--- config.mk ---
export PLATFORM = sky130hd
export DESIGN_NAME = echo_top
export DESIGN_NICKNAME = d
export VERILOG_FILES = /design/src/source/echo_pkg.sv /design/src/source/rf_edge_sync.sv /design/src/source/echo_timer.sv /design/src/source/echo_accumulator.sv /design/src/source/hex_uart_tx.sv /design/src/source/echo_top.sv
export SDC_FILE = /design/constraint.sdc
export NUM_CORES = 1
export LEC_CHECK = 0
export BUFFER_PORTS_ARGS = -buffer_cell sky130_fd_sc_hd__buf_4
export CAP_MARGIN = 20
export CORE_MARGIN = 2
export CORE_UTILIZATION = 55
export DETAILED_ROUTE_END_ITERATION = 7
export GPL_TIMING_DRIVEN = 0
export PLACE_DENSITY = 0.75
export SYNTH_ARGS = -nofsm -noshare
export SYNTH_HDL_FRONTEND = slang
export SYNTH_SLANG_ARGS = --single-unit
--- constraint.sdc ---
create_clock -name clk -period 6.2 [get_ports clk]
set_clock_uncertainty 0.1 [all_clocks]
set_input_delay 0 -clock clk [delete_from_list [all_inputs] [get_ports clk]]
set_output_delay 0 -clock clk [all_outputs]
set_load 0.01 [all_outputs]
--- src/source/echo_pkg.sv ---
package echo_pkg;

    // **************************************************
    // measurement widths
    // **************************************************

    // cycle position inside one ping period.
    typedef logic [15:0] stamp_t;

    // frame total of stamps, also the published result.
    typedef logic [23:0] sum_t;

    // number of pings in a frame that heard an echo.
    typedef logic [7:0] hits_t;

    // **************************************************
    // serial link
    // **************************************************

    typedef logic [7:0] char_t;

    localparam char_t CHAR_CR = 8'h0d;
    localparam char_t CHAR_LF = 8'h0a;

    typedef enum logic [1:0] {
        TX_IDLE,
        TX_START,
        TX_DATA,
        TX_STOP
    } tx_state_t;

endpackage

--- src/source/rf_edge_sync.sv ---
`timescale 1ns/100ps

module rf_edge_sync (
    input  logic clk,
    input  logic rst,
    input  logic rf_in,
    output logic rf_stb
);

    logic sync_1;
    logic sync_2;
    logic sync_3;

    // the first two flops bring rf_in into the clock domain.
    // the third one keeps the previous synchronized level for edge detection.
    always_ff @(posedge clk) begin
        if (rst) begin
            sync_1 <= 1'b0;
            sync_2 <= 1'b0;
            sync_3 <= 1'b0;
        end else begin
            sync_1 <= rf_in;
            sync_2 <= sync_1;
            sync_3 <= sync_2;
        end
    end

    // one cycle per rising edge of the synchronized level.
    assign rf_stb = sync_2 & ~sync_3;

endmodule

--- src/source/echo_timer.sv ---
`timescale 1ns/100ps

module echo_timer #(
    parameter int PING_BITS       = 8,
    parameter int PINGS_PER_FRAME = 16
) (
    input  logic             clk,
    input  logic             rst,
    input  logic             start,
    input  logic             rf_stb,
    output logic             tx_ping,
    output logic             measuring,
    output logic             ping_done,
    output logic             ping_hit,
    output logic             frame_end,
    output echo_pkg::stamp_t first_stamp,
    output echo_pkg::stamp_t last_stamp
);
    import echo_pkg::*;

    localparam logic [PING_BITS-1:0] CNT_MAX   = '1;
    localparam hits_t                LAST_PING = hits_t'(PINGS_PER_FRAME - 1);

    logic [PING_BITS-1:0] ping_cnt;
    hits_t                ping_idx;
    logic                 seen;
    stamp_t               first_q;
    stamp_t               last_q;
    stamp_t               cnt_stamp;
    logic                 ping_end;
    logic                 last_ping;

    assign cnt_stamp = stamp_t'(ping_cnt);
    assign ping_end  = measuring && (ping_cnt == CNT_MAX);
    assign last_ping = (ping_idx == LAST_PING);

    // **************************************************
    // frame and ping scheduling
    // **************************************************

    always_ff @(posedge clk) begin
        if (rst) begin
            measuring <= 1'b0;
            tx_ping   <= 1'b0;
            ping_done <= 1'b0;
            ping_cnt  <= '0;
            ping_idx  <= '0;
            seen      <= 1'b0;
        end else begin
            tx_ping   <= 1'b0;
            ping_done <= 1'b0;
            if (!measuring) begin
                if (start) begin
                    measuring <= 1'b1;
                    tx_ping   <= 1'b1;
                    ping_cnt  <= '0;
                    ping_idx  <= '0;
                    seen      <= 1'b0;
                end
            end else begin
                // the counter wraps to zero exactly in the next tx_ping cycle.
                ping_cnt <= ping_cnt + 1'b1;
                if (ping_end) begin
                    ping_done <= 1'b1;
                    seen      <= 1'b0;
                    if (last_ping) begin
                        measuring <= 1'b0;
                    end else begin
                        tx_ping  <= 1'b1;
                        ping_idx <= ping_idx + 1'b1;
                    end
                end else if (rf_stb) begin
                    seen <= 1'b1;
                end
            end
        end
    end

    // **************************************************
    // echo stamps
    // **************************************************

    always_ff @(posedge clk) begin
        if (measuring && rf_stb) begin
            if (!seen) begin
                first_q <= cnt_stamp;
            end
            last_q <= cnt_stamp;
        end

        // an echo in the last counter cycle still belongs to the ending ping.
        if (ping_end) begin
            ping_hit    <= seen || rf_stb;
            first_stamp <= seen ? first_q : cnt_stamp;
            last_stamp  <= rf_stb ? cnt_stamp : last_q;
            frame_end   <= last_ping;
        end
    end

endmodule

--- src/source/echo_accumulator.sv ---
`timescale 1ns/100ps

module echo_accumulator (
    input  logic             clk,
    input  logic             rst,
    input  logic             ping_done,
    input  logic             ping_hit,
    input  logic             frame_end,
    input  echo_pkg::stamp_t first_stamp,
    input  echo_pkg::stamp_t last_stamp,
    output logic             result_valid,
    output echo_pkg::sum_t   result_value,
    output echo_pkg::hits_t  result_hits
);
    import echo_pkg::*;

    sum_t  first_total;
    sum_t  last_total;
    hits_t hit_count;
    sum_t  first_next;
    sum_t  last_next;
    hits_t hits_next;

    // totals including the ping that is being reported now.
    always_comb begin
        first_next = first_total;
        last_next  = last_total;
        hits_next  = hit_count;
        if (ping_hit) begin
            first_next = first_total + sum_t'(first_stamp);
            last_next  = last_total + sum_t'(last_stamp);
            hits_next  = hit_count + 1'b1;
        end
    end

    always_ff @(posedge clk) begin
        if (rst) begin
            first_total  <= '0;
            last_total   <= '0;
            hit_count    <= '0;
            result_valid <= 1'b0;
            result_value <= '0;
            result_hits  <= '0;
        end else begin
            result_valid <= 1'b0;
            if (ping_done) begin
                if (frame_end) begin
                    // publish the frame and start the next one from zero.
                    result_value <= first_next + last_next;
                    result_hits  <= hits_next;
                    result_valid <= 1'b1;
                    first_total  <= '0;
                    last_total   <= '0;
                    hit_count    <= '0;
                end else begin
                    first_total <= first_next;
                    last_total  <= last_next;
                    hit_count   <= hits_next;
                end
            end
        end
    end

endmodule

--- src/source/hex_uart_tx.sv ---
`timescale 1ns/100ps

module hex_uart_tx #(
    parameter int BAUD_DIV = 40000
) (
    input  logic           clk,
    input  logic           rst,
    input  logic           result_valid,
    input  echo_pkg::sum_t result_value,
    output logic           serial_tx,
    output logic           tx_busy
);
    import echo_pkg::*;

    localparam int CNT_W     = (BAUD_DIV > 1) ? $clog2(BAUD_DIV) : 1;
    localparam int SUM_W     = $bits(sum_t);
    localparam int HEX_CHARS = SUM_W / 4;

    tx_state_t        state;
    logic [CNT_W-1:0] baud_cnt;
    logic [2:0]       bit_idx;
    logic [2:0]       char_idx;
    sum_t             value_q;
    char_t            cur_char;
    logic [2:0]       next_bit;
    logic             bit_end;

    assign bit_end  = (baud_cnt == CNT_W'(BAUD_DIV - 1));
    assign next_bit = bit_idx + 3'd1;

    function automatic char_t hex_char(input logic [3:0] nibble);
        if (nibble < 4'd10) begin
            return char_t'(8'h30 + nibble);
        end
        return char_t'(8'h37 + nibble);
    endfunction

    // **************************************************
    // character selection
    // **************************************************

    // value_q is shifted after each digit, so its top nibble is the current one.
    always_comb begin
        if (char_idx < 3'(HEX_CHARS)) begin
            cur_char = hex_char(value_q[SUM_W-1 -: 4]);
        end else if (char_idx == 3'(HEX_CHARS)) begin
            cur_char = CHAR_CR;
        end else begin
            cur_char = CHAR_LF;
        end
    end

    // **************************************************
    // 8N1 shifter
    // **************************************************

    always_ff @(posedge clk) begin
        if (rst) begin
            state     <= TX_IDLE;
            baud_cnt  <= '0;
            bit_idx   <= '0;
            char_idx  <= '0;
            serial_tx <= 1'b1;
            tx_busy   <= 1'b0;
        end else begin
            if (state != TX_IDLE) begin
                baud_cnt <= bit_end ? '0 : baud_cnt + 1'b1;
            end
            case (state)
                TX_IDLE: begin
                    serial_tx <= 1'b1;
                    if (result_valid) begin
                        value_q   <= result_value;
                        baud_cnt  <= '0;
                        char_idx  <= '0;
                        serial_tx <= 1'b0;
                        tx_busy   <= 1'b1;
                        state     <= TX_START;
                    end
                end
                TX_START: begin
                    if (bit_end) begin
                        bit_idx   <= '0;
                        serial_tx <= cur_char[0];
                        state     <= TX_DATA;
                    end
                end
                TX_DATA: begin
                    if (bit_end) begin
                        if (bit_idx == 3'd7) begin
                            serial_tx <= 1'b1;
                            state     <= TX_STOP;
                        end else begin
                            bit_idx   <= next_bit;
                            serial_tx <= cur_char[next_bit];
                        end
                    end
                end
                TX_STOP: begin
                    if (bit_end) begin
                        if (char_idx == 3'd7) begin
                            tx_busy <= 1'b0;
                            state   <= TX_IDLE;
                        end else begin
                            char_idx  <= char_idx + 3'd1;
                            value_q   <= value_q << 4;
                            serial_tx <= 1'b0;
                            state     <= TX_START;
                        end
                    end
                end
                default: begin
                    state <= TX_IDLE;
                end
            endcase
        end
    end

endmodule

--- src/source/echo_top.sv ---
`timescale 1ns/100ps

module echo_top #(
    parameter int PING_BITS       = 8,
    parameter int PINGS_PER_FRAME = 16,
    parameter int BAUD_DIV        = 40000
) (
    input  logic            clk,
    input  logic            rst,
    input  logic            start,
    input  logic            rf_in,
    output logic            tx_ping,
    output logic            measuring,
    output logic            result_valid,
    output echo_pkg::sum_t  result_value,
    output echo_pkg::hits_t result_hits,
    output logic            serial_tx,
    output logic            tx_busy
);
    import echo_pkg::*;

    logic   rf_stb;
    logic   ping_done;
    logic   ping_hit;
    logic   frame_end;
    stamp_t first_stamp;
    stamp_t last_stamp;

    rf_edge_sync u_sync (
        .clk    (clk),
        .rst    (rst),
        .rf_in  (rf_in),
        .rf_stb (rf_stb)
    );

    echo_timer #(
        .PING_BITS       (PING_BITS),
        .PINGS_PER_FRAME (PINGS_PER_FRAME)
    ) u_timer (
        .clk         (clk),
        .rst         (rst),
        .start       (start),
        .rf_stb      (rf_stb),
        .tx_ping     (tx_ping),
        .measuring   (measuring),
        .ping_done   (ping_done),
        .ping_hit    (ping_hit),
        .frame_end   (frame_end),
        .first_stamp (first_stamp),
        .last_stamp  (last_stamp)
    );

    echo_accumulator u_accum (
        .clk          (clk),
        .rst          (rst),
        .ping_done    (ping_done),
        .ping_hit     (ping_hit),
        .frame_end    (frame_end),
        .first_stamp  (first_stamp),
        .last_stamp   (last_stamp),
        .result_valid (result_valid),
        .result_value (result_value),
        .result_hits  (result_hits)
    );

    hex_uart_tx #(
        .BAUD_DIV (BAUD_DIV)
    ) u_uart (
        .clk          (clk),
        .rst          (rst),
        .result_valid (result_valid),
        .result_value (result_value),
        .serial_tx    (serial_tx),
        .tx_busy      (tx_busy)
    );

endmodule

==> metrics list <==
- The number of antenna violations at the first check in global routing came to 0.
- Setup repair after global routing left no endpoint under its margin.
- Entering global routing, the biggest net connects 30 pins.
* Max_cap viols: 0
- Post-DP Area: roughly 0.012 mm^2
- Signal arrival time at the worst endpoint: approximately 5500 ps
* Number of cell rows: 53
* Routed vias: 9695
- Remaining antenna violation count after routing: 0
* Total global routing track utilization: 25.3%
- STA classifies the critical path startpoint as a flop.
- The wire-length estimate of the detail-placed layout is between 20000 and 25000 um.
- The analysis attributes to cell leakage a power of 5.07 nW.
- At the end of the flow the core is filled with cells to 62.4%.
* Result of the run: completed
- Unique cell type count in the Yosys netlist: 76
- Ratio of total power to cell area: ~220 mW/mm^2
* Minimum clock period after layout: 5180 ps
* Cell at the root of the clock tree: clkbuf_16
- First-pass GRT wire length: 45600 um
- Chip width: 150 um
- Once layout is done, the placed cells without fillers occupy 0.0131 mm^2.
- Remaining Overflow, GRT: 0
* Mapped cell area: 0.0117 mm^2
- Port buffering added 39 buffers.
* Detailed-route DRC error count: 0
- Mean cell area of the mapped netlist: approximately 9.2 um^2
- CTS clock-pin slew for the worst setup and hold paths: 60 ps
* Maximum fanout along the worst path: 10
- Post-CTS timing repair inserted 0 buffers for setup.
- Synth Flop Type: dfxtp_1
- STA classifies the critical path endpoint as a flop.
- In the synthesized netlist, the cells that appear most often are 144 x nor2_1, 138 x dfxtp_1, 105 x a21oi_1.
- At the pin with the least slew margin, the transition time is 1020 ps.
- For this run, the detailed router's first-pass iteration total came to 5.
- Routed vias/inst: 5.95
- Maximum root-to-sink buffer count: 3
* DRC violation total after the first TritonRoute iteration: 569
- Sequential Power Share: 50.7%
* CTS tree: built
- Clock sink count: 212
- Clock latency on the worst-skew pair, taken at its later pin, is 530 ps.
- Post-Syn Instances: 1269
- Before CTS, the worst setup slack after placement is between 1000 and 1500 ps.
- 41 I/O pins were placed.
- When the netlist entered floorplanning its net count stood at 1337.
- The final layout contains 1406 nets.
- Counting flops with a built-in enable in the synthesized netlist gives 74.
* Data required time at the worst endpoint: 6500 ps
- Across all register-to-register paths, the minimum setup slack is between 1000 and 1500 ps.
* Sequential cell area fraction in the yosys report: 42.6%
- Net switching is 24.4% of the power.
* Routed length per placed instance: 17.5 um
- Most repeated cell in the gate-level netlist after synthesis: nor2_1
- Routed wire length: ~29000 um
* Number of global-route vias before repair: a little over 9000
- The die is about 150 um tall.
- The tightest min-delay check is of the input port to flop type.
- Post-synth top area share: a little under a quarter
- Of the available clock period, the critical path in the final layout requires 83.6%.
- For this configuration, the core starts out at a cell density of a little under three fifths.
- # diodes: 0
- The final number of max-transition violations is 0.
- Summed over all nets, the switching power comes to 715 uW.
* Final hold vios: 0
- Ratio of cells with drive above 1 in the final layout: 10.6%
* Number of gates resized after cts: 0
- Cell internal power was estimated by the tool at 2.22 mW.
* Placer Congestion: 0.965
- In this run the number of H-tree levels came out at 1.
* Headroom to the max-slew limit: 32.2%
- The clock network accounts for 42.2% of the total power.
- TNS Setup: 0 ps
* FFs w/ async S/R, synth: 0%
* Highest achievable clock rate: 0.193 GHz
- Area contributors post-synth: dfxtp_1 24%, edfxtp_1 19%, ha_1 6.5%
* Fraction of power consumed by combinational cells: under 10%
- Synth-to-Final Area Change: 11.7%
- The largest total area in the synthesized netlist belongs to dfxtp_1.
- The critical path is of the flop to flop type.
* Post-CTS Hold Fix Bufs: 2
- Final setup violating endpoints: 0
- Peak VDD IR: 0.000175 V
* Area of the die: 0.0225 mm^2
- TritonCTS created 23 clock buffers.
- Yosys printed 0 warnings.
* Synth Register Bits: 212
* Filler Cell Count: around 1800
* Core footprint: between 0.02 and 0.025 mm^2
- Setup ws final: 1020 ps
[layer usage]
metal / vias to the layer above / global-route usage (%) / part of all wire (%)
li1: 4789 / - / -
met1: 4611 / 34.4 / 46
met2: 254 / 41.2 / 45
met3: 41 / 3.72 / 5.9
met4: 0 / 9.25 / 2.6
met5: - / 0 / 0
[final timing paths]
path / from / endpoint / cells past startpoint
hold / removal: rst / u_accum.last_total[20]$_SDFFE_PP0P_ / 4
setup / recovery: u_timer.last_stamp[0]$_DFFE_PP_ / u_accum.result_value[17]$_SDFFE_PP0P_ / 20
hold reg to reg: u_uart.bit_idx[1]$_SDFFE_PP0P_ / u_uart.bit_idx[1]$_SDFFE_PP0P_ / 2
setup reg to reg: u_timer.last_stamp[0]$_DFFE_PP_ / u_accum.result_value[17]$_SDFFE_PP0P_ / 20
[power groups by stage]
| stage | clock network, mW | logic (mW) | registers, mW |
|---|---|---|---|
| 6_report | 1.24 | 0.209 | 1.49 |
| 5_1_grt | 1.31 | 0.231 | 1.49 |
| 4_1_cts | 1.26 | 0.206 | 1.49 |
| 3_5_place_dp | 0 | 0.203 | 1.52 |
| 3_3_place_gp | 0 | 0.196 | 1.52 |
| 2_1_floorplan | 0 | 0.138 | 1.52 |
[flip-flops by register name (all words and copies together), names as in the netlist, 2 cells and up]
register	cells
u_accum.first_total	24
u_accum.last_total	24
u_accum.result_value	24
u_uart.value_q	24
u_timer.first_q	16
u_timer.first_stamp	16
u_uart.baud_cnt	16
u_accum.hit_count	8
u_accum.result_hits	8
u_timer.last_q	8
u_timer.last_stamp	8
u_timer.ping_cnt	8
u_timer.ping_idx	8
u_uart.bit_idx	3
u_uart.char_idx	3
u_uart.state	2
[worst max-delay path, cell delays in order, from the launching register on]
cell      delay, ps
edfxtp_1        390
ha_1            250
fa_1            420
a21o_1          190
a21oi_1         240
o21bai_1        100
a21oi_1         260
o21bai_1        130
a21o_1          300
clkbuf_1        280
nand3_1         170
xnor2_1          80
ha_1            400
and4_1          230
and3_1          180
a21oi_1         200
a31oi_1         180
o21ai_0         260
a21oi_1         120
or3_1           320
a32o_1          250
[cell type report]
type	instances	area, um^2	share of cell area, %
multi-input combinational	953	6310	48.3
sequential	212	4980	38.1
tap	275	344	2.63
clock buffer	33	613	4.69
timing repair buffer	44	358	2.74
inverter	45	169	1.29
clock inverter	9	46.3	0.354
buffer	59	239	1.83
[kinds of logic after synthesis]
kind of cell             Yosys count  share of synthesized area (%)
buffers and inverters            104                           3.49
flip-flops                       212                           42.6
multiplexers                      55                           5.34
AND/OR/NAND/NOR                  435                           17.9
XOR/XNOR                          59                           4.53
AO/OA/AOI/OAI                    340                           19.1
adder cells (fa/ha/maj)           64                           7.04
[layout by cell type, fill, tap and decap left out, types with 13 or more instances in the layout]
| cell | count |
|---|---|
| and2_1 | 13 |
| nor3_1 | 32 |
| a21oi_1 | 105 |
| a31oi_1 | 16 |
| ha_1 | 61 |
| nand4_1 | 14 |
| nand3_1 | 32 |
| clkbuf_16 | 23 |
| a211oi_1 | 15 |
| o211ai_1 | 13 |
| nor2_1 | 142 |
| buf_4 | 40 |
| clkbuf_1 | 53 |
| nor2b_1 | 17 |
| o21ai_0 | 59 |
| a22oi_1 | 32 |
| and3_1 | 25 |
| xor2_1 | 18 |
| nand2_1 | 102 |
| dfxtp_1 | 138 |
| inv_1 | 44 |
| mux2_2 | 49 |
| edfxtp_1 | 74 |
| a21o_1 | 18 |
| xnor2_1 | 40 |
[stage by stage]
step	hold WS [ps]	instances	power, mW
after floorplan	28.2	1269	1.65
after CTS	87.2	1629	2.95
after detailed placement	130	1585	1.72
after global routing	137	1630	3.03
final	109	1630	2.94
after global placement	131	1583	1.72
Power figures use the tool's default switching activity.
